**config.mk**
```make
export PLATFORM = sky130hd
export DESIGN_NAME = eth_gmii_mac
export DESIGN_NICKNAME = d
export VERILOG_FILES = /design/src/hw/eth_frame_pkg.sv /design/src/hw/eth_fsm_pkg.sv /design/src/hw/crc_if.sv /design/src/hw/crc32_d8.sv /design/src/hw/eth_gmii_mac.sv /design/src/hw/eth_rx_deframer.sv /design/src/hw/eth_stats.sv /design/src/hw/eth_tx_framer.sv
export SDC_FILE = /design/constraint.sdc
export NUM_CORES = 1
export LEC_CHECK = 0
export ABC_CLOCK_PERIOD_IN_PS = 15000
export BUFFER_PORTS_ARGS = -buffer_cell sky130_fd_sc_hd__buf_2
export CAP_MARGIN = 30
export CORE_AREA = 2 2 331 202
export CTS_CLUSTER_SIZE = 28
export DETAILED_ROUTE_END_ITERATION = 8
export DIE_AREA = 0 0 333 204
export PLACE_DENSITY = 0.45
export SYNTH_ARGS = -nofsm -noshare
export SYNTH_HDL_FRONTEND = slang
export SYNTH_SLANG_ARGS = --single-unit
```
**constraint.sdc**
```tcl
create_clock -name clk -period 15 [get_ports clk]
set_clock_uncertainty 0.05 [all_clocks]
set_input_delay 2.25 -clock clk [delete_from_list [all_inputs] [get_ports clk]]
set_output_delay 2.25 -clock clk [all_outputs]
set_load 0.01 [all_outputs]
```
**src/hw/eth_frame_pkg.sv**
```systemverilog
package eth_frame_pkg;

	// wire-level delimiters
	localparam logic [7:0] preamble_byte = 8'h55;
	localparam logic [7:0] sfd_byte = 8'hD5;

	// lengths in bytes
	localparam int preamble_len = 7;
	localparam int header_len = 14;
	localparam int min_payload = 46;
	localparam int fcs_len = 4;

	// idle cycles between transmitted frames
	localparam int gap_len = 12;

	// raw register after a good frame including its fcs
	localparam logic [31:0] crc_residue = 32'hDEBB20E3;

	typedef logic [47:0] mac_addr_t;
	typedef logic [15:0] ethertype_t;

endpackage

```
**src/hw/eth_fsm_pkg.sv**
```systemverilog
package eth_fsm_pkg;

	typedef enum logic [2:0] {
		tx_idle,
		tx_preamble,
		tx_header,
		tx_payload,
		tx_pad,
		tx_fcs,
		tx_gap
	} tx_state_t;

	typedef enum logic [2:0] {
		rx_idle,
		rx_preamble,
		rx_header,
		rx_payload,
		rx_drain,
		rx_gap
	} rx_state_t;

endpackage

```
**src/hw/crc_if.sv**
```systemverilog
`timescale 1ns/100ps

interface crc_if;
	logic clear;
	logic en;
	logic [7:0] data;
	logic [31:0] crc;
	logic good;

	modport sequencer (
		output clear,
		output en,
		output data,
		input crc,
		input good
	);

	modport engine (
		input clear,
		input en,
		input data,
		output crc,
		output good
	);
endinterface

```
**src/hw/crc32_d8.sv**
```systemverilog
`timescale 1ns/100ps

module crc32_d8 (
	input logic clk,
	input logic reset,
	crc_if.engine crc
);

	// 0x04C11DB7 bit reversed
	localparam logic [31:0] poly = 32'hEDB88320;

	logic [31:0] crc_q;
	logic [31:0] crc_next;

	// lsb of the byte goes in first
	function automatic logic [31:0] crc_byte(input logic [31:0] c, input logic [7:0] d);
		logic [31:0] r;
		r = c;
		for (int i = 0; i < 8; i++) begin
			if (r[0] ^ d[i]) begin
				r = (r >> 1) ^ poly;
			end else begin
				r = r >> 1;
			end
		end
		return r;
	endfunction

	// clear and a byte in the same cycle start a new sum with that byte
	always_comb begin
		crc_next = crc.clear ? 32'hFFFF_FFFF : crc_q;
		if (crc.en) begin
			crc_next = crc_byte(crc_next, crc.data);
		end
	end

	always_ff @(posedge clk or posedge reset) begin
		if (reset) begin
			crc_q <= 32'hFFFF_FFFF;
		end else begin
			crc_q <= crc_next;
		end
	end

	assign crc.crc = ~crc_q;
	assign crc.good = (crc_q == eth_frame_pkg::crc_residue);

endmodule

```
**src/hw/eth_gmii_mac.sv**
```systemverilog
`timescale 1ns/100ps

module eth_gmii_mac #(
	parameter int CNT_W = 16
) (
	input logic clk,
	input logic reset,
	input eth_frame_pkg::mac_addr_t tx_dmac,
	input eth_frame_pkg::mac_addr_t tx_smac,
	input eth_frame_pkg::ethertype_t tx_ethertype,
	input logic tx_valid,
	input logic [7:0] tx_data,
	input logic tx_last,
	output logic tx_ready,
	output eth_frame_pkg::mac_addr_t rx_dmac,
	output eth_frame_pkg::mac_addr_t rx_smac,
	output eth_frame_pkg::ethertype_t rx_ethertype,
	output logic rx_header_valid,
	output logic rx_valid,
	output logic [7:0] rx_data,
	output logic rx_last,
	output logic rx_err,
	output logic [7:0] gmii_txd,
	output logic gmii_tx_en,
	output logic gmii_tx_er,
	input logic [7:0] gmii_rxd,
	input logic gmii_rx_dv,
	input logic gmii_rx_er,
	output logic [CNT_W-1:0] tx_frames,
	output logic [CNT_W-1:0] rx_frames,
	output logic [CNT_W-1:0] rx_crc_errors,
	output logic [CNT_W-1:0] tx_aborts
);

	logic tx_done;
	logic tx_abort;
	logic rx_done;
	logic rx_bad;

	crc_if tx_crc_if ();
	crc_if rx_crc_if ();

	eth_tx_framer eth_tx_framer_inst (
		.clk(clk),
		.reset(reset),
		.tx_dmac(tx_dmac),
		.tx_smac(tx_smac),
		.tx_ethertype(tx_ethertype),
		.tx_valid(tx_valid),
		.tx_data(tx_data),
		.tx_last(tx_last),
		.tx_ready(tx_ready),
		.gmii_txd(gmii_txd),
		.gmii_tx_en(gmii_tx_en),
		.gmii_tx_er(gmii_tx_er),
		.tx_done(tx_done),
		.tx_abort(tx_abort),
		.crc(tx_crc_if)
	);

	crc32_d8 tx_crc (
		.clk(clk),
		.reset(reset),
		.crc(tx_crc_if)
	);

	eth_rx_deframer eth_rx_deframer_inst (
		.clk(clk),
		.reset(reset),
		.gmii_rxd(gmii_rxd),
		.gmii_rx_dv(gmii_rx_dv),
		.gmii_rx_er(gmii_rx_er),
		.rx_dmac(rx_dmac),
		.rx_smac(rx_smac),
		.rx_ethertype(rx_ethertype),
		.rx_header_valid(rx_header_valid),
		.rx_valid(rx_valid),
		.rx_data(rx_data),
		.rx_last(rx_last),
		.rx_err(rx_err),
		.rx_done(rx_done),
		.rx_bad(rx_bad),
		.crc(rx_crc_if)
	);

	crc32_d8 rx_crc (
		.clk(clk),
		.reset(reset),
		.crc(rx_crc_if)
	);

	eth_stats #(
		.CNT_W(CNT_W)
	) eth_stats_inst (
		.clk(clk),
		.reset(reset),
		.tx_done(tx_done),
		.tx_abort(tx_abort),
		.rx_done(rx_done),
		.rx_bad(rx_bad),
		.tx_frames(tx_frames),
		.rx_frames(rx_frames),
		.rx_crc_errors(rx_crc_errors),
		.tx_aborts(tx_aborts)
	);

endmodule

```
**src/hw/eth_rx_deframer.sv**
```systemverilog
`timescale 1ns/100ps

module eth_rx_deframer (
	input logic clk,
	input logic reset,
	input logic [7:0] gmii_rxd,
	input logic gmii_rx_dv,
	input logic gmii_rx_er,
	output eth_frame_pkg::mac_addr_t rx_dmac,
	output eth_frame_pkg::mac_addr_t rx_smac,
	output eth_frame_pkg::ethertype_t rx_ethertype,
	output logic rx_header_valid,
	output logic rx_valid,
	output logic [7:0] rx_data,
	output logic rx_last,
	output logic rx_err,
	output logic rx_done,
	output logic rx_bad,
	crc_if.sequencer crc
);

	localparam int hdr_w = eth_frame_pkg::header_len * 8;
	localparam int hold_len = eth_frame_pkg::fcs_len;

	eth_fsm_pkg::rx_state_t state;
	eth_fsm_pkg::rx_state_t state_next;
	logic [7:0] rxd_q;
	logic dv_q;
	logic dv_d;
	logic er_q;
	logic [3:0] cnt;
	logic [hdr_w-1:0] hdr;
	logic [7:0] hold [hold_len];
	logic [2:0] fill;
	logic err_seen;
	logic hdr_shift;
	logic pay_shift;

	assign hdr_shift = (state == eth_fsm_pkg::rx_header) && dv_q;
	assign pay_shift = (state == eth_fsm_pkg::rx_payload) && dv_q;

	// every byte after the sfd is summed, fcs included
	assign crc.clear = (state == eth_fsm_pkg::rx_idle);
	assign crc.en = hdr_shift || pay_shift;
	assign crc.data = rxd_q;

	assign {rx_dmac, rx_smac, rx_ethertype} = hdr;

	// the byte on the output is last once the carrier has dropped
	assign rx_last = rx_valid && (state == eth_fsm_pkg::rx_payload) && !dv_q;
	assign rx_err = rx_last && (err_seen || !crc.good);
	assign rx_done = rx_last;
	assign rx_bad = rx_err;

	always_comb begin
		state_next = state;
		case (state)
			eth_fsm_pkg::rx_idle: begin
				if (dv_q && !dv_d) begin
					state_next = eth_fsm_pkg::rx_preamble;
				end
			end
			eth_fsm_pkg::rx_preamble: begin
				if (!dv_q) begin
					state_next = eth_fsm_pkg::rx_gap;
				end else if (rxd_q == eth_frame_pkg::sfd_byte) begin
					state_next = eth_fsm_pkg::rx_header;
				end else if (rxd_q != eth_frame_pkg::preamble_byte) begin
					state_next = eth_fsm_pkg::rx_drain;
				end
			end
			eth_fsm_pkg::rx_header: begin
				if (!dv_q) begin
					state_next = eth_fsm_pkg::rx_gap;
				end else if (cnt == 4'(eth_frame_pkg::header_len - 1)) begin
					state_next = eth_fsm_pkg::rx_payload;
				end
			end
			eth_fsm_pkg::rx_payload, eth_fsm_pkg::rx_drain: begin
				if (!dv_q) begin
					state_next = eth_fsm_pkg::rx_gap;
				end
			end
			eth_fsm_pkg::rx_gap: begin
				// carrier back without a gap is thrown away
				state_next = dv_q ? eth_fsm_pkg::rx_drain : eth_fsm_pkg::rx_idle;
			end
			default: begin
				state_next = eth_fsm_pkg::rx_idle;
			end
		endcase
	end

	always_ff @(posedge clk or posedge reset) begin
		if (reset) begin
			state <= eth_fsm_pkg::rx_idle;
			dv_q <= 1'b0;
			dv_d <= 1'b0;
			er_q <= 1'b0;
			cnt <= '0;
			fill <= '0;
			err_seen <= 1'b0;
			rx_valid <= 1'b0;
			rx_header_valid <= 1'b0;
		end else begin
			dv_q <= gmii_rx_dv;
			dv_d <= dv_q;
			er_q <= gmii_rx_er;
			state <= state_next;
			rx_header_valid <= hdr_shift && (cnt == 4'(eth_frame_pkg::header_len - 1));
			rx_valid <= pay_shift && (fill == 3'(hold_len));
			cnt <= hdr_shift ? cnt + 4'd1 : 4'd0;
			if (state == eth_fsm_pkg::rx_idle) begin
				fill <= '0;
			end else if (pay_shift && fill != 3'(hold_len)) begin
				fill <= fill + 3'd1;
			end
			// sticky over the whole frame
			if (state == eth_fsm_pkg::rx_idle) begin
				err_seen <= dv_q && er_q;
			end else if (dv_q && er_q) begin
				err_seen <= 1'b1;
			end
		end
	end

	// four bytes held back so the fcs never reaches rx_data
	always_ff @(posedge clk) begin
		rxd_q <= gmii_rxd;
		if (hdr_shift) begin
			hdr <= {hdr[hdr_w-9:0], rxd_q};
		end
		if (pay_shift) begin
			hold[0] <= rxd_q;
			for (int i = 1; i < hold_len; i++) begin
				hold[i] <= hold[i-1];
			end
			rx_data <= hold[hold_len-1];
		end
	end

endmodule

```
**src/hw/eth_stats.sv**
```systemverilog
`timescale 1ns/100ps

module eth_stats #(
	parameter int CNT_W = 16
) (
	input logic clk,
	input logic reset,
	input logic tx_done,
	input logic tx_abort,
	input logic rx_done,
	input logic rx_bad,
	output logic [CNT_W-1:0] tx_frames,
	output logic [CNT_W-1:0] rx_frames,
	output logic [CNT_W-1:0] rx_crc_errors,
	output logic [CNT_W-1:0] tx_aborts
);

	logic [3:0] evt;
	logic [CNT_W-1:0] count [4];

	// slot order matches the output assigns below
	assign evt = {rx_bad, rx_done, tx_abort, tx_done};

	always_ff @(posedge clk or posedge reset) begin
		if (reset) begin
			for (int i = 0; i < 4; i++) begin
				count[i] <= '0;
			end
		end else begin
			for (int i = 0; i < 4; i++) begin
				// stick at all ones
				if (evt[i] && count[i] != '1) begin
					count[i] <= count[i] + 1'b1;
				end
			end
		end
	end

	assign tx_frames = count[0];
	assign tx_aborts = count[1];
	assign rx_frames = count[2];
	assign rx_crc_errors = count[3];

endmodule

```
**src/hw/eth_tx_framer.sv**
```systemverilog
`timescale 1ns/100ps

module eth_tx_framer (
	input logic clk,
	input logic reset,
	input eth_frame_pkg::mac_addr_t tx_dmac,
	input eth_frame_pkg::mac_addr_t tx_smac,
	input eth_frame_pkg::ethertype_t tx_ethertype,
	input logic tx_valid,
	input logic [7:0] tx_data,
	input logic tx_last,
	output logic tx_ready,
	output logic [7:0] gmii_txd,
	output logic gmii_tx_en,
	output logic gmii_tx_er,
	output logic tx_done,
	output logic tx_abort,
	crc_if.sequencer crc
);

	localparam int hdr_w = eth_frame_pkg::header_len * 8;

	eth_fsm_pkg::tx_state_t state;
	eth_fsm_pkg::tx_state_t state_next;
	logic [15:0] cnt;
	logic [15:0] cnt_next;
	logic [hdr_w-1:0] hdr;
	logic [7:0] txd_next;
	logic tx_en_next;
	logic tx_er_next;
	logic done_next;
	logic abort_next;
	logic crc_en;

	assign tx_ready = (state == eth_fsm_pkg::tx_payload);
	assign crc.clear = (state == eth_fsm_pkg::tx_idle);
	assign crc.en = crc_en;
	assign crc.data = txd_next;

	// state picks the byte that goes on the wire next cycle
	always_comb begin
		state_next = state;
		cnt_next = cnt + 16'd1;
		txd_next = 8'h00;
		tx_en_next = 1'b1;
		tx_er_next = 1'b0;
		done_next = 1'b0;
		abort_next = 1'b0;
		crc_en = 1'b0;
		case (state)
			eth_fsm_pkg::tx_idle: begin
				cnt_next = '0;
				tx_en_next = tx_valid;
				if (tx_valid) begin
					txd_next = eth_frame_pkg::preamble_byte;
					state_next = eth_fsm_pkg::tx_preamble;
				end
			end
			eth_fsm_pkg::tx_preamble: begin
				if (cnt == 16'(eth_frame_pkg::preamble_len - 1)) begin
					txd_next = eth_frame_pkg::sfd_byte;
					cnt_next = '0;
					state_next = eth_fsm_pkg::tx_header;
				end else begin
					txd_next = eth_frame_pkg::preamble_byte;
				end
			end
			eth_fsm_pkg::tx_header: begin
				txd_next = hdr[hdr_w-1 -: 8];
				crc_en = 1'b1;
				if (cnt == 16'(eth_frame_pkg::header_len - 1)) begin
					cnt_next = '0;
					state_next = eth_fsm_pkg::tx_payload;
				end
			end
			eth_fsm_pkg::tx_payload: begin
				if (tx_valid) begin
					txd_next = tx_data;
					crc_en = 1'b1;
					if (tx_last) begin
						if (cnt < 16'(eth_frame_pkg::min_payload - 1)) begin
							state_next = eth_fsm_pkg::tx_pad;
						end else begin
							cnt_next = '0;
							state_next = eth_fsm_pkg::tx_fcs;
						end
					end
				end else begin
					// underrun aborts the frame without an fcs
					tx_er_next = 1'b1;
					abort_next = 1'b1;
					cnt_next = '0;
					state_next = eth_fsm_pkg::tx_gap;
				end
			end
			eth_fsm_pkg::tx_pad: begin
				crc_en = 1'b1;
				if (cnt == 16'(eth_frame_pkg::min_payload - 1)) begin
					cnt_next = '0;
					state_next = eth_fsm_pkg::tx_fcs;
				end
			end
			eth_fsm_pkg::tx_fcs: begin
				// low byte first
				txd_next = crc.crc[{cnt[1:0], 3'b000} +: 8];
				if (cnt == 16'(eth_frame_pkg::fcs_len - 1)) begin
					done_next = 1'b1;
					cnt_next = '0;
					state_next = eth_fsm_pkg::tx_gap;
				end
			end
			eth_fsm_pkg::tx_gap: begin
				tx_en_next = 1'b0;
				if (cnt == 16'(eth_frame_pkg::gap_len - 1)) begin
					cnt_next = '0;
					state_next = eth_fsm_pkg::tx_idle;
				end
			end
			default: begin
				tx_en_next = 1'b0;
				cnt_next = '0;
				state_next = eth_fsm_pkg::tx_idle;
			end
		endcase
	end

	always_ff @(posedge clk or posedge reset) begin
		if (reset) begin
			state <= eth_fsm_pkg::tx_idle;
			cnt <= '0;
			gmii_txd <= 8'h00;
			gmii_tx_en <= 1'b0;
			gmii_tx_er <= 1'b0;
			tx_done <= 1'b0;
			tx_abort <= 1'b0;
		end else begin
			state <= state_next;
			cnt <= cnt_next;
			gmii_txd <= txd_next;
			gmii_tx_en <= tx_en_next;
			gmii_tx_er <= tx_er_next;
			tx_done <= done_next;
			tx_abort <= abort_next;
		end
	end

	// header captured as the frame starts, sent msb byte first
	always_ff @(posedge clk) begin
		if (state == eth_fsm_pkg::tx_idle && tx_valid) begin
			hdr <= {tx_dmac, tx_smac, tx_ethertype};
		end else if (state == eth_fsm_pkg::tx_header) begin
			hdr <= {hdr[hdr_w-9:0], 8'h00};
		end
	end

endmodule

```
# Word-level counts from Yosys, hierarchy flattened
# Memory sizes are Yosys's and may differ from the RTL's. A register that Yosys moved wholly into a read port is not among the register bits.
# Cells that the tools add are included.
[op_classes] n_eq_ne=37 addsub=7 n_mux=82 magnitude_cmp=1 reduce_logical=30 n_shift=1 bitwise_logic=33
[op_table] operator="$mux 32" n=34
[op_table] operator="$mux 112" n=2
[op_table] operator="$not 13->14" n=16
[op_table] operator="$mux 16" n=8
[op_table] operator="$pmux 16 s6" n=1
[op_table] operator="$add 16x1->16 const B" n=5
[op_table] operator="$ne 16x16->1 const B" n=4
[op_table] operator="$mux 3" n=18
[op_table] operator="$pmux 8 s5" n=1
[op_table] operator="$eq 16x4->1 const B" n=2
[op_table] operator="$eq 32x32->1 const B" n=1
[op_table] operator="$not 32->32" n=1
[op_table] operator="$shiftx 32x6->8" n=1
[op_table] operator="$pmux 3 s7" n=1
[op_table] operator="$eq 3x3->1 const B" n=6
[op_table] operator="$eq 16x2->1 const B" n=1
[op_table] operator="$eq 16x3->1 const B" n=1
[op_table] operator="$eq 16x6->1 const B" n=1
[op_table] operator="$lt 16x6->1 const B" n=1
[op_table] operator="$mux 8" n=2
[op_table] operator="$xor 1x1->1" n=16
[op_table] operator="$logic_and 1x1->1" n=15
[op_table] operator="$pmux 3 s5" n=1
[op_table] operator="$eq 3x2->1 const B" n=4
[op_table] operator="22 further kinds" n=48
[word_totals] output_inout_bits=199 mem_bits_rw=32 reg_bits=406 memories=1 input_bits=134 elab_cells=216
[mem_list] memory="eth_rx_deframer_inst.hold" depth=4 word_bits=8 read_ports=4 rd_clocked_by_memory_dff=1 wr=4 line="eth_rx_deframer.sv:33" source="logic [7:0] hold [hold_len];"

# Longest topological paths before layout
# Gate-level depths: netlist (run 1).
[depth] word_depth=27 depth_mapped=12 mapped_depth_nobuf=10

# Modules after synthesis
# From an unflattened synthesis (run 1), not the netlist that was laid out.
[unflattened] hier_cells=1615 hier_area_um2=20479.6
[by_module_without_submodules] mod="eth_tx_framer" cells_each=443 instances=1 area_per_inst_um2=6622.6
[by_module_without_submodules] mod="eth_rx_deframer" cells_each=248 instances=1 area_per_inst_um2=5570.3
[by_module_without_submodules] mod="crc32_d8" cells_each=315 instances=2 area_per_inst_um2=2567.5
[by_module_without_submodules] mod="eth_stats" cells_each=294 instances=1 area_per_inst_um2=3151.8

# Least setup slack after synthesis (run 1)
# OpenSTA, ideal clock, no wires.
[synth_timing] path_type="input port to flip-flop" from="input port tx_valid" to="register eth_tx_framer_inst.hdr[0] (enable)" path_stages=4 n_path_buf=2 setup_time_ns=0.720 arrival_ns=10.210 path_slack_ns=4.020 cell_sequence="buf_2 -> buf_2 -> nor2_1 -> nor3_1"
[synth_between] elab_chain_len=2
[synth_lines] element="start: declaration" line="eth_gmii_mac.sv:11" source="input logic tx_valid,"
[synth_lines] element="$logic_and 1x1->1" line="eth_tx_framer.sv:149" source="if (state == eth_fsm_pkg::tx_idle && tx_valid) begin"
[synth_lines] element="$reduce_bool 2->1 (no line)"
[synth_lines] element="end signal: assignment" line="eth_tx_framer.sv:150" source="hdr <= {tx_dmac, tx_smac, tx_ethertype};"
[synth_lines] element="end signal: assignment" line="eth_tx_framer.sv:152" source="hdr <= {hdr[hdr_w-9:0], 8'h00};"
[synth_lines] element="end: declaration" line="eth_tx_framer.sv:27" source="logic [hdr_w-1:0] hdr;"
# No other way between the ends.
# A chain may end at the register's enable or synchronous reset.

# Worst setup path in the final report (run 1)
[layout_timing] from="register eth_rx_deframer_inst.state[0]" to="output port rx_err"
[layout_between] elab_chain_len=4
[layout_lines] element="start: declaration" line="eth_rx_deframer.sv:25" source="eth_fsm_pkg::rx_state_t state;"
[layout_lines] element="start signal: assignment" line="eth_rx_deframer.sv:96" source="state <= eth_fsm_pkg::rx_idle;"
[layout_lines] element="start signal: assignment" line="eth_rx_deframer.sv:109" source="state <= state_next;"
[layout_lines] element="$eq 3x2->1" line="eth_rx_deframer.sv:50" source="assign rx_last = rx_valid && (state == eth_fsm_pkg::rx_payload) && !dv_q;"
[layout_lines] element="$logic_and 1x1->1 (2 in a row)" line="eth_rx_deframer.sv:50"
[layout_lines] element="$logic_and 1x1->1" line="eth_rx_deframer.sv:51" source="assign rx_err = rx_last && (err_seen || !crc.good);"
[layout_lines] element="end: declaration" line="eth_gmii_mac.sv:22" source="output logic rx_err,"
# No other way between the ends.

==> results of run 1 <==
## area by class of cell
cell class	instances	area [um^2]
Antenna cell	2	5.00
Clock buffer	66	1320
Clock inverter	24	314
Fill cell	6380	41600
Inverter	18	75.1
Multi-Input combinational cell	897	6490
Sequential cell	446	12500
Tap cell	862	1080
Timing Repair Buffer	352	1830
## per-layer routing
| metal | vias up | wire length (um) | GRT usage, % |
|---|---|---|---|
| met2 | 260 | 20100 | 19.1 |
| met5 | - | 28 | 0 |
| met3 | 65 | 2680 | 3.14 |
| li1 | 5872 | - | - |
| met4 | 4 | 851 | 3.67 |
| met1 | 6205 | 26400 | 23.5 |
## worst reg2reg max path, stage by stage (launching register included)
cell and delay, ns:
sky130_fd_sc_hd__dfrtp_1 0.61, sky130_fd_sc_hd__nor3_4 0.67, sky130_fd_sc_hd__nor2_1 0.12, sky130_fd_sc_hd__xnor2_1 0.80, sky130_fd_sc_hd__xnor2_1 0.35, sky130_fd_sc_hd__xnor2_1 0.45, sky130_fd_sc_hd__xor2_1 0.32, sky130_fd_sc_hd__nor3_1 0.08
sky130_fd_sc_hd__o21a_1 0.17, sky130_fd_sc_hd__a41oi_1 0.18
## cells in the final DEF, fill, tap and decap left out, types with 49 or more instances in the layout
cell,synthesis,final
sky130_fd_sc_hd__nand2_1,69,69
sky130_fd_sc_hd__xnor2_1,115,115
sky130_fd_sc_hd__dfstp_2,64,64
sky130_fd_sc_hd__mux2_2,109,109
sky130_fd_sc_hd__xor2_1,66,66
sky130_fd_sc_hd__buf_2,13,332
sky130_fd_sc_hd__a21oi_1,65,65
sky130_fd_sc_hd__clkbuf_16,0,49
sky130_fd_sc_hd__edfxtp_1,264,264
sky130_fd_sc_hd__dfrtp_1,110,110
sky130_fd_sc_hd__nor2_1,124,123
## per-stage QoR
stage / hold slack (ns) / area (um^2)
6_report: 0.366 / 23600
5_1_grt: 0.359 / 23600
4_1_cts: 0.358 / 23600
3_5_place_dp: 0.355 / 22000
3_3_place_gp: 0.350 / 22000
2_1_floorplan: 0.344 / 19300
## how the worst max path moves through the flow
stage | slack [ns] | to | start | cells past startpoint
after floorplan | 4.02 | eth_tx_framer_inst.hdr[0] | tx_valid | 4
after global placement | 9.76 | tx_crc.crc_q[17] | tx_valid | 10
after detailed placement | 9.75 | tx_crc.crc_q[17] | tx_valid | 10
after CTS | 10.09 | rx_err | eth_rx_deframer_inst.state[0] | 4
after global routing | 10.00 | rx_err | eth_rx_deframer_inst.state[0] | 4
final | 10.17 | rx_err | eth_rx_deframer_inst.state[0] | 4
## power by group through the flow
stage	clock, W	sequential (W)	combinational (W)
finish	0.00123	0.00158	0.00164
detailed placement	0	0.00161	0.00163
floorplan	0	0.00156	0.00129
global route	0.00133	0.00160	0.00181
CTS	0.00128	0.00158	0.00164
global placement	0	0.00161	0.00162
## cell families after synthesis
kind of cell | after synthesis
compound gates | 184
xor+xnor | 188
fa+ha+maj | 12
buf+inv | 79
flops | 446
mux | 127
simple gates | 386
## sequential cells by signal, indices dropped and copies added (netlist names), 16 cells and up
| name | cells |
|---|---|
| eth_stats_inst.tx_aborts | 16 |
| rx_crc.crc_q | 32 |
| eth_rx_deframer_inst.hold | 32 |
| eth_stats_inst.rx_frames | 16 |
| eth_tx_framer_inst.cnt | 16 |
| eth_stats_inst.rx_crc_errors | 16 |
| eth_stats_inst.tx_frames | 16 |
| eth_tx_framer_inst.hdr | 112 |
| eth_rx_deframer_inst.hdr | 112 |
| tx_crc.crc_q | 32 |
==> results_dict.tcl, run 1 <==
set metrics [dict create \
    critical_path.n_buffers_inverters 1 \
    r2r_start "eth_rx_deframer_inst.state[0]" \
    hold_path.class "flop to flop" \
    initial_antenna_violation_count 5 \
    p_switching_w 0.00157 \
    synth_compound_gate_area_share_pct 6.48 \
    power.leakage_nw 9.22 \
    grt_max_degree 110 \
    place_ws_ns 9.75 \
    combinational_family_with_the_most_area_after_synthesis "simple AND/OR/NAND/NOR gates" \
    cts_repair_resize_count 0 \
    synth.yosys.warnings 0 \
    cts_tree "built" \
    worst_tran_pin_value_ns 0.995 \
    worst-r2r-setup-slack_ns 11.12 \
    peakVddDrop_mv 0.189 \
    clock_tree.htree_level_count 2 \
    floorplan.die.height_um 204 \
    final.period_utilization_pct 32.2 \
    outcome "complete, no violations" \
    required_ns 12.70 \
    power_frac_clock_pct 27.6 \
    ys_types 73 \
    slew_headroom_pct 33.2 \
    clock_latency_ns 0.60 \
    drt_pre_antenna_iters 5 \
    dieArea_mm2 0.0679 \
    part_of_the_power_in_combinational_logic_pct 36.9 \
    io_port_bufs 332 \
    synthMostInstantiatedCell "sky130_fd_sc_hd__edfxtp_1" \
    power_frac_seq_pct 35.5 \
    hold_violations_final 0 \
    cts-hold-fix-buffers 0 \
    number_of_global_route_vias_before_repair 12200 \
    synth-xor-area-share_pct 8.91 \
    postSynthNetCount 1568 \
    cts_post_setup_buffers_inserted 0 \
    cpMaxStageDelayCell "sky130_fd_sc_hd__dfrtp_1" \
    detailedPlacementHpwl_mm 35.2 \
    finalNetCount 1909 \
    yosys-top-cells-count "sky130_fd_sc_hd__edfxtp_1, sky130_fd_sc_hd__nor2_1, sky130_fd_sc_hd__xnor2_1" \
    grt_overflow 0 \
    holdPathStages 0 \
    cts.root.buffer_cell "sky130_fd_sc_hd__clkbuf_16" \
    clkSinkCount 446 \
    globalplace.congestion 0.821 \
    postRouteAntennaNets 0 \
    max_cap_viol_count 0 \
    post_synth_edffs 264 \
    placementRows 73 \
    timing.setup.tns_ns 0 \
    first_iter_violations 849 \
    ys_ff_latch 446 \
    grt_setup_unrepaired "false" \
    dominantRegCellSynth "sky130_fd_sc_hd__edfxtp_1" \
    report.power.total_w 0.00446 \
    cp_delay_by_family_top "flip-flops" \
    start_kind "flop" \
    post_route_drc_violation_count 0 \
    post_synth_main_area_contributors "sky130_fd_sc_hd__edfxtp_1, sky130_fd_sc_hd__dfrtp_1, sky130_fd_sc_hd__dfstp_2" \
    post_synth_and_or_nand_nor_area_fraction_pct 9.67 \
    path_cells "nand2_1, or3_1, a21oi_1, buf_2" \
    layout-drive-gt1-share_pct 34.8 \
    worst_hold_path_ep "eth_rx_deframer_inst.hold[1][1]" \
    end_kind "output pin" \
    synth.avg_cell_area_um2 13.6 \
    ctsLongestPathBuffers 3 \
    asyncSetResetFlopFracSynth_pct 39.0 \
    final_max_slew_viol_count 0 \
    setup_violations 0 \
    path_class "flop to output pin" \
    post_synth_inst_count 1422 \
    critical_path.reg2reg.endpoint "rx_crc.crc_q[21]" \
    die_w_um 333 \
    synth.largest_area_cell "sky130_fd_sc_hd__edfxtp_1" \
    grt_usage_pct 14.6 \
    post-route-min-period_ns 4.83 \
    setup_ws_final_ns 10.17 \
    critPathArrivalTime_ns 2.53 \
    power_report.internal_total_w 0.00290 \
    reg_clk_slew_reported_paths_ns 0.06 \
    timing.hold.worst.start "eth_rx_deframer_inst.hold[0][1]" \
    num_io_pins 333 \
    cts-buffers-inserted 48 \
    seq_area_frac_synth_pct 64.9 \
    instances_no_fill 2667 \
    timing.critical_path.slowest_cell_delay_ns 0.75 \
    r2r_cells 9 \
    wl_mm 50.0 \
    fin_util_pct 36.2 \
    post_synth_instance_area_mm2 0.0193 \
    route.detailed.vias_per_inst 4.65 \
    fmaxAchievable_ghz 0.207 \
    placed_cells_incl_taps 2574 \
    syn2layout_area_growth_pct 22.5 \
    wire_length_of_the_first_global_routing_pass_mm 76.6 \
    start_util_pct 29.6 \
    wire_per_inst_um 18.8 \
    cell_pwr_density_mw_per_mm2 189 \
    critical_path_peak_fanout 16 \
    yosys.area_share.adder_pct 0.778 \
    via_count 12400 \
    yosys.area.top_type_share_pct 41.1 \
    power_switching_share_pct 35.1 \
    post_synth_mux_area_share_pct 7.68 \
    floorplan.core_area_mm2 0.0652 \
]
Power figures use the tool's default switching activity.
==> inputs of run 2 (changes only) <==
- ABC_AREA: default -> 1
- ABC_CLOCK_PERIOD_IN_PS: 15000 -> 4240
- CORE_AREA: 2 2 331 202 -> 2 2 339 207
- DIE_AREA: 0 0 333 204 -> 0 0 341 209
- PLACE_DENSITY: 0.45 -> 0.46
- clock period: 15 -> 4.24 ns (I/O delays scaled with it)
==> results_dict.tcl, run 2 <==
set metrics [dict create \
    synthMostInstantiatedCell "sky130_fd_sc_hd__nand2_1" \
    path_class "flop to output pin" \
    ctsLongestPathBuffers 3 \
    post_synth_edffs 264 \
    end_kind "output pin" \
    p_switching_w 0.00673 \
    ys_types 54 \
    grt_max_degree 96 \
    setup_ws_final_ns 1.04 \
    placement.cell_area_mm2 0.0231 \
    finalNetCount 2504 \
    nFillCells 6942 \
    critical_path.n_buffers_inverters 1 \
    synth.avg_cell_area_um2 10.1 \
    reg_clk_slew_reported_paths_ns 0.06 \
    clkSinkCount 446 \
    wl_mm 57.0 \
    place_ws_ns 1.18 \
    required_ns 3.55 \
    hold_path.class "input port to async pin" \
    grt_overflow 0 \
    cts.root.buffer_cell "sky130_fd_sc_hd__clkbuf_16" \
    cts_tree "built" \
    postRouteAntennaNets 0 \
    instances_no_fill 3322 \
    critical_path_peak_fanout 2 \
    power.leakage_nw 11.0 \
    critPathArrivalTime_ns 2.52 \
    synth.yosys.warnings 0 \
    design_area_mm2 0.0248 \
    dominantRegCellSynth "sky130_fd_sc_hd__edfxtp_1" \
    sequential_cell_area_mm2 0.0125 \
    reg_top3 "eth_rx_deframer_inst.hdr (112), eth_tx_framer_inst.hdr (112)" \
    floorplan.die.height_um 209 \
    post_synth_instance_area_mm2 0.0203 \
    cts-hold-fix-buffers 0 \
    final.period_utilization_pct 75.5 \
    wire_length_of_the_first_global_routing_pass_mm 87.5 \
    via_count 14800 \
    cts_repair_resize_count 0 \
    power_frac_seq_pct 36.7 \
    postSynthNetCount 2161 \
    cts-buffers-inserted 48 \
    clock_latency_ns 0.59 \
    final_max_slew_viol_count 0 \
    ys_ff_latch 446 \
    yosys-top-cells-count "sky130_fd_sc_hd__nand2_1, sky130_fd_sc_hd__edfxtp_1, sky130_fd_sc_hd__inv_1" \
    cell_pwr_density_mw_per_mm2 700 \
    power_frac_clock_pct 26.3 \
    yosys.area.top_type_share_pct 39.0 \
    start_kind "flop" \
    cpMaxStageDelayCell "sky130_fd_sc_hd__nor4_1" \
    hold_violations_final 0 \
    timing.critical_path.slowest_cell_delay_ns 0.62 \
    post_synth_main_area_contributors "sky130_fd_sc_hd__edfxtp_1, sky130_fd_sc_hd__dfrtp_1, sky130_fd_sc_hd__nand2_1" \
    cts_post_setup_buffers_inserted 0 \
    worst_tran_pin_value_ns 0.882 \
    asyncSetResetFlopFracSynth_pct 39.0 \
    floorplan.core_area_mm2 0.0686 \
    cp_delay_by_family_top "simple AND/OR/NAND/NOR gates" \
    r2r_start "eth_tx_framer_inst.cnt[1]" \
    timing.setup.tns_ns 0 \
    critical_path_depth 5 \
    critical_path.reg2reg.endpoint "tx_crc.crc_q[20]" \
    globalplace.congestion 0.985 \
    drt_pre_antenna_iters 5 \
    seq_area_frac_synth_pct 61.7 \
    layout_common_cells "sky130_fd_sc_hd__nand2_1, sky130_fd_sc_hd__buf_2, sky130_fd_sc_hd__edfxtp_1" \
    initial_antenna_violation_count 1 \
    post_synth_inst_count 2015 \
    clock_tree.htree_level_count 2 \
    post-route-min-period_ns 3.20 \
    start_util_pct 29.6 \
    fmaxAchievable_ghz 0.312 \
    fin_util_pct 36.1 \
    power_report.internal_total_w 0.0106 \
    io_port_bufs 332 \
    mostFrequentLayoutCell "sky130_fd_sc_hd__nand2_1" \
    layout-drive-gt1-share_pct 24.7 \
    num_io_pins 333 \
    number_of_global_route_vias_before_repair 14600 \
    grt_setup_unrepaired "false" \
    r2r_cells 14 \
    worst-r2r-setup-slack_ns 1.17 \
    synth.largest_area_cell "sky130_fd_sc_hd__edfxtp_1" \
    dieArea_mm2 0.0713 \
    path_cells "nand4_1, nor4_1, nand3_1, and2_1, buf_2" \
    die_w_um 341 \
    wire_per_inst_um 17.2 \
    peakVddDrop_mv 0.280 \
    syn2layout_area_growth_pct 21.9 \
    outcome "complete, no violations" \
    route.detailed.vias_per_inst 4.45 \
    setup_violations 0 \
    slew_headroom_pct 41.2 \
    first_iter_violations 1202 \
    part_of_the_power_in_combinational_logic_pct 37.0 \
    max_cap_viol_count 0 \
    placed_cells_incl_taps 3232 \
    multi_input_area_mm2 0.00694 \
    post_route_drc_violation_count 0 \
    detailedPlacementHpwl_mm 41.6 \
    placementRows 75 \
    power_switching_share_pct 38.8 \
    grt_usage_pct 15.9 \
]
run 2: how the worst max path moves through the flow:
stage,from,to
after global placement,tx_valid,tx_crc.crc_q[23]
after floorplan,tx_valid,eth_tx_framer_inst.hdr[0]
final,rx_crc.crc_q[5],rx_err
after global routing,rx_crc.crc_q[5],rx_err
after detailed placement,tx_valid,tx_crc.crc_q[8]
after CTS,rx_crc.crc_q[5],rx_err
run 2: final cells by class:
class | instances | share of cell area [%]
Sequential cell | 446 | 50.6
Multi-Input combinational cell | 1347 | 28.0
Inverter | 170 | 2.62
Clock buffer | 56 | 5.15
Tap cell | 924 | 4.67
Timing Repair Buffer | 345 | 7.26
Antenna cell | 1 | 0.0101
Clock inverter | 33 | 1.68
run 2: power groups by stage:
| stage | clock network (W) | registers [W] | logic (W) |
|---|---|---|---|
| 6_report | 0.00456 | 0.00636 | 0.00642 |
| 5_1_grt | 0.00490 | 0.00646 | 0.00722 |
| 4_1_cts | 0.00473 | 0.00637 | 0.00639 |
| 3_5_place_dp | 0 | 0.00645 | 0.00636 |
| 3_3_place_gp | 0 | 0.00645 | 0.00638 |
| 2_1_floorplan | 0 | 0.00636 | 0.00464 |
run 2: cells by family (layout without fill, tap and decap cells):
logic type | Yosys count | after routing | share of synthesized area [%]
multiplexers | 1 | 1 | 0.0554
buffers and inverters | 222 | 604 | 4.27
XOR/XNOR | 158 | 158 | 7.53
AO/OA/AOI/OAI | 111 | 111 | 3.05
AND/OR/NAND/NOR | 1065 | 1065 | 22.7
flip-flops | 446 | 446 | 61.7
other | 0 | 1 | 0
adder cells (fa/ha/maj) | 12 | 12 | 0.739
run 2: metrics by stage:
| stage | power [W] | hold slack, ns |
|---|---|---|
| 2_1_floorplan | 0.0110 | 0.350 |
| 3_3_place_gp | 0.0128 | 0.352 |
| 3_5_place_dp | 0.0128 | 0.355 |
| 4_1_cts | 0.0175 | 0.0458 |
| 5_1_grt | 0.0186 | 0.0635 |
| 6_report | 0.0173 | 0.0560 |
run 2: layer usage:
layer	vias up	wire, um	share of wire (%)	global-route usage, %
met2	374	23900	42	22.8
met3	55	3580	6.3	3.68
met1	7134	28700	50	24.0
met5	-	0	0	0
met4	0	842	1.5	3.48
li1	7231	-	-	-
==> inputs of run 3 (changes only) <==
- ABC_AREA: 1 -> 0
- ABC_CLOCK_PERIOD_IN_PS: 4240 -> 2990
- CORE_AREA: 2 2 339 207 -> 2 2 331 202
- DIE_AREA: 0 0 341 209 -> 0 0 333 204
- PLACE_DENSITY: 0.46 -> 0.45
- clock period: 4.24 -> 2.99 ns (I/O delays scaled with it)
==> results_dict.tcl, run 3 (synthesis gave the netlist of run 1 again) <==
set metrics [dict create \
    outcome "complete, no violations" \
    worst_tran_pin_value_ns 0.858 \
    reg_clk_slew_reported_paths_ns 0.07 \
    number_of_global_route_vias_before_repair 13000 \
    num_io_pins 333 \
    clock_tree.htree_level_count 2 \
    post-route-min-period_ns 2.94 \
    reg_top3 "eth_rx_deframer_inst.hdr (112), eth_tx_framer_inst.hdr (112)" \
    setup_ws_final_ns 0.0532 \
    critPathArrivalTime_ns 3.39 \
    worst-r2r-setup-slack_ns 0.05 \
    layout_common_cells "sky130_fd_sc_hd__buf_2, sky130_fd_sc_hd__edfxtp_1, sky130_fd_sc_hd__nor2_1" \
    max_cap_viol_count 0 \
    clock_latency_ns 0.60 \
    grt_overflow 0 \
    worst_hold_path_ep "eth_tx_framer_inst.hdr[4]" \
    peakVddDrop_mv 0.945 \
    route.detailed.vias_per_inst 4.64 \
    detailedPlacementHpwl_mm 37.4 \
    finalNetCount 2025 \
    setup_violations 0 \
    grt_max_degree 115 \
    required_ns 3.44 \
    dieArea_mm2 0.0679 \
    floorplan.die.height_um 204 \
    holdPathStages 2 \
    timing.hold.worst.start "tx_ethertype[4]" \
    hold_path.class "input port to flop" \
    via_count 12900 \
    cell_pwr_density_mw_per_mm2 980 \
    critical_path.reg2reg.endpoint "tx_crc.crc_q[17]" \
    wl_mm 51.3 \
    fmaxAchievable_ghz 0.341 \
    grt_usage_pct 15.1 \
    layout-drive-gt1-share_pct 40.0 \
    hold_violations_final 0 \
    first_iter_violations 849 \
    report.power.total_w 0.0243 \
    wire_per_inst_um 18.5 \
    post_route_drc_violation_count 0 \
    final_max_slew_viol_count 0 \
    r2r_cells 9 \
    cts.root.buffer_cell "sky130_fd_sc_hd__clkbuf_16" \
    drt_pre_antenna_iters 4 \
    placementRows 73 \
    postRouteAntennaNets 0 \
    cts-buffers-inserted 46 \
    wire_length_of_the_first_global_routing_pass_mm 80.0 \
    path_class "flop to flop" \
    floorplan.core_area_mm2 0.0652 \
    slew_headroom_pct 42.6 \
    nFillCells 6311 \
    syn2layout_area_growth_pct 28.5 \
    clkSinkCount 446 \
    r2r_start "eth_tx_framer_inst.cnt[0]" \
    initial_antenna_violation_count 2 \
    mostFrequentLayoutCell "sky130_fd_sc_hd__buf_2" \
    cts_tree "built" \
    start_kind "flop" \
    io_port_bufs 332 \
    die_w_um 333 \
    end_kind "flop" \
    ctsLongestPathBuffers 3 \
    critical_path_peak_fanout 5 \
    grt_setup_unrepaired "true" \
    place_ws_ns -0.163 \
    power.leakage_nw 9.86 \
    antennaDiodeCount 0 \
    globalplace.congestion 0.809 \
    fin_util_pct 38.0 \
    final.period_utilization_pct 98.2 \
    start_util_pct 29.6 \
    whs_ns 0.101 \
    timing.critical_path.from "eth_tx_framer_inst.cnt[0]" \
]
-- run 3: cell type report --
class,instances,area [um^2],area share (%)
well taps,862,1080,4.35
clock buffers,64,1240,4.99
inverters,18,71.3,0.287
clock inverters,21,206,0.832
flip-flops and latches,446,12500,50.5
repair buffers,470,2890,11.7
multi-input cells,897,6800,27.4
-- run 3: metal layers --
| layer | GRT usage, % | share of wire (%) | wire [um] |
|---|---|---|---|
| met3 | 2.80 | 4.4 | 2260 |
| met1 | 24.0 | 53 | 27100 |
| met2 | 20.7 | 41 | 21100 |
| met4 | 3.60 | 1.7 | 855 |
| met5 | 0 | 0.025 | 13 |
-- run 3: how the worst max path moves through the flow --
| stage | cells past startpoint | to |
|---|---|---|
| final | 9 | tx_crc.crc_q[17] |
| after global routing | 9 | tx_crc.crc_q[15] |
| after CTS | 9 | tx_crc.crc_q[17] |
| after detailed placement | 9 | tx_crc.crc_q[26] |
| after global placement | 10 | tx_crc.crc_q[8] |
| after floorplan | 5 | eth_tx_framer_inst.hdr[0] |
-- run 3: power breakdown --
| group | internal, W | total [W] | switching, W |
|---|---|---|---|
| clock network | 0.00311 | 0.00560 | 0.00249 |
| registers | 0.00740 | 0.00799 | 0.000589 |
| logic | 0.00527 | 0.0107 | 0.00546 |
| total | 0.0158 | 0.0243 | 0.00854 |
-- run 3: what timing repair did --
item | CTS | global route
hold endpoints to repair | 15 | 0
hold buffers | 11 | 0
endpoints found under the setup margin | 17 | 27
pin swaps | 3 | 25
resized for setup | 13 | 31
setup buffers | 0 | 8
-- run 3: metrics by stage --
stage               area [um^2]  setup TNS, ns  instances
detailed placement        22900          -1.12       2674
finish                    24800              0       2778
global placement          22900         -0.708       2674
CTS                       24500              0       2770
global route              24800         -0.319       2778
floorplan                 19400        -146.79       1422
-- run 3: worst max-delay path: stages (launching register included) --
cell and delay [ns]:
sky130_fd_sc_hd__dfrtp_2 0.45, sky130_fd_sc_hd__mux4_2 0.53, sky130_fd_sc_hd__or4_1 0.43, sky130_fd_sc_hd__a21oi_2 0.19, sky130_fd_sc_hd__a2111oi_4 0.10, sky130_fd_sc_hd__xor2_2 0.20
sky130_fd_sc_hd__xnor2_2 0.20, sky130_fd_sc_hd__xor2_1 0.18, sky130_fd_sc_hd__or3_1 0.33, sky130_fd_sc_hd__a31oi_2 0.19
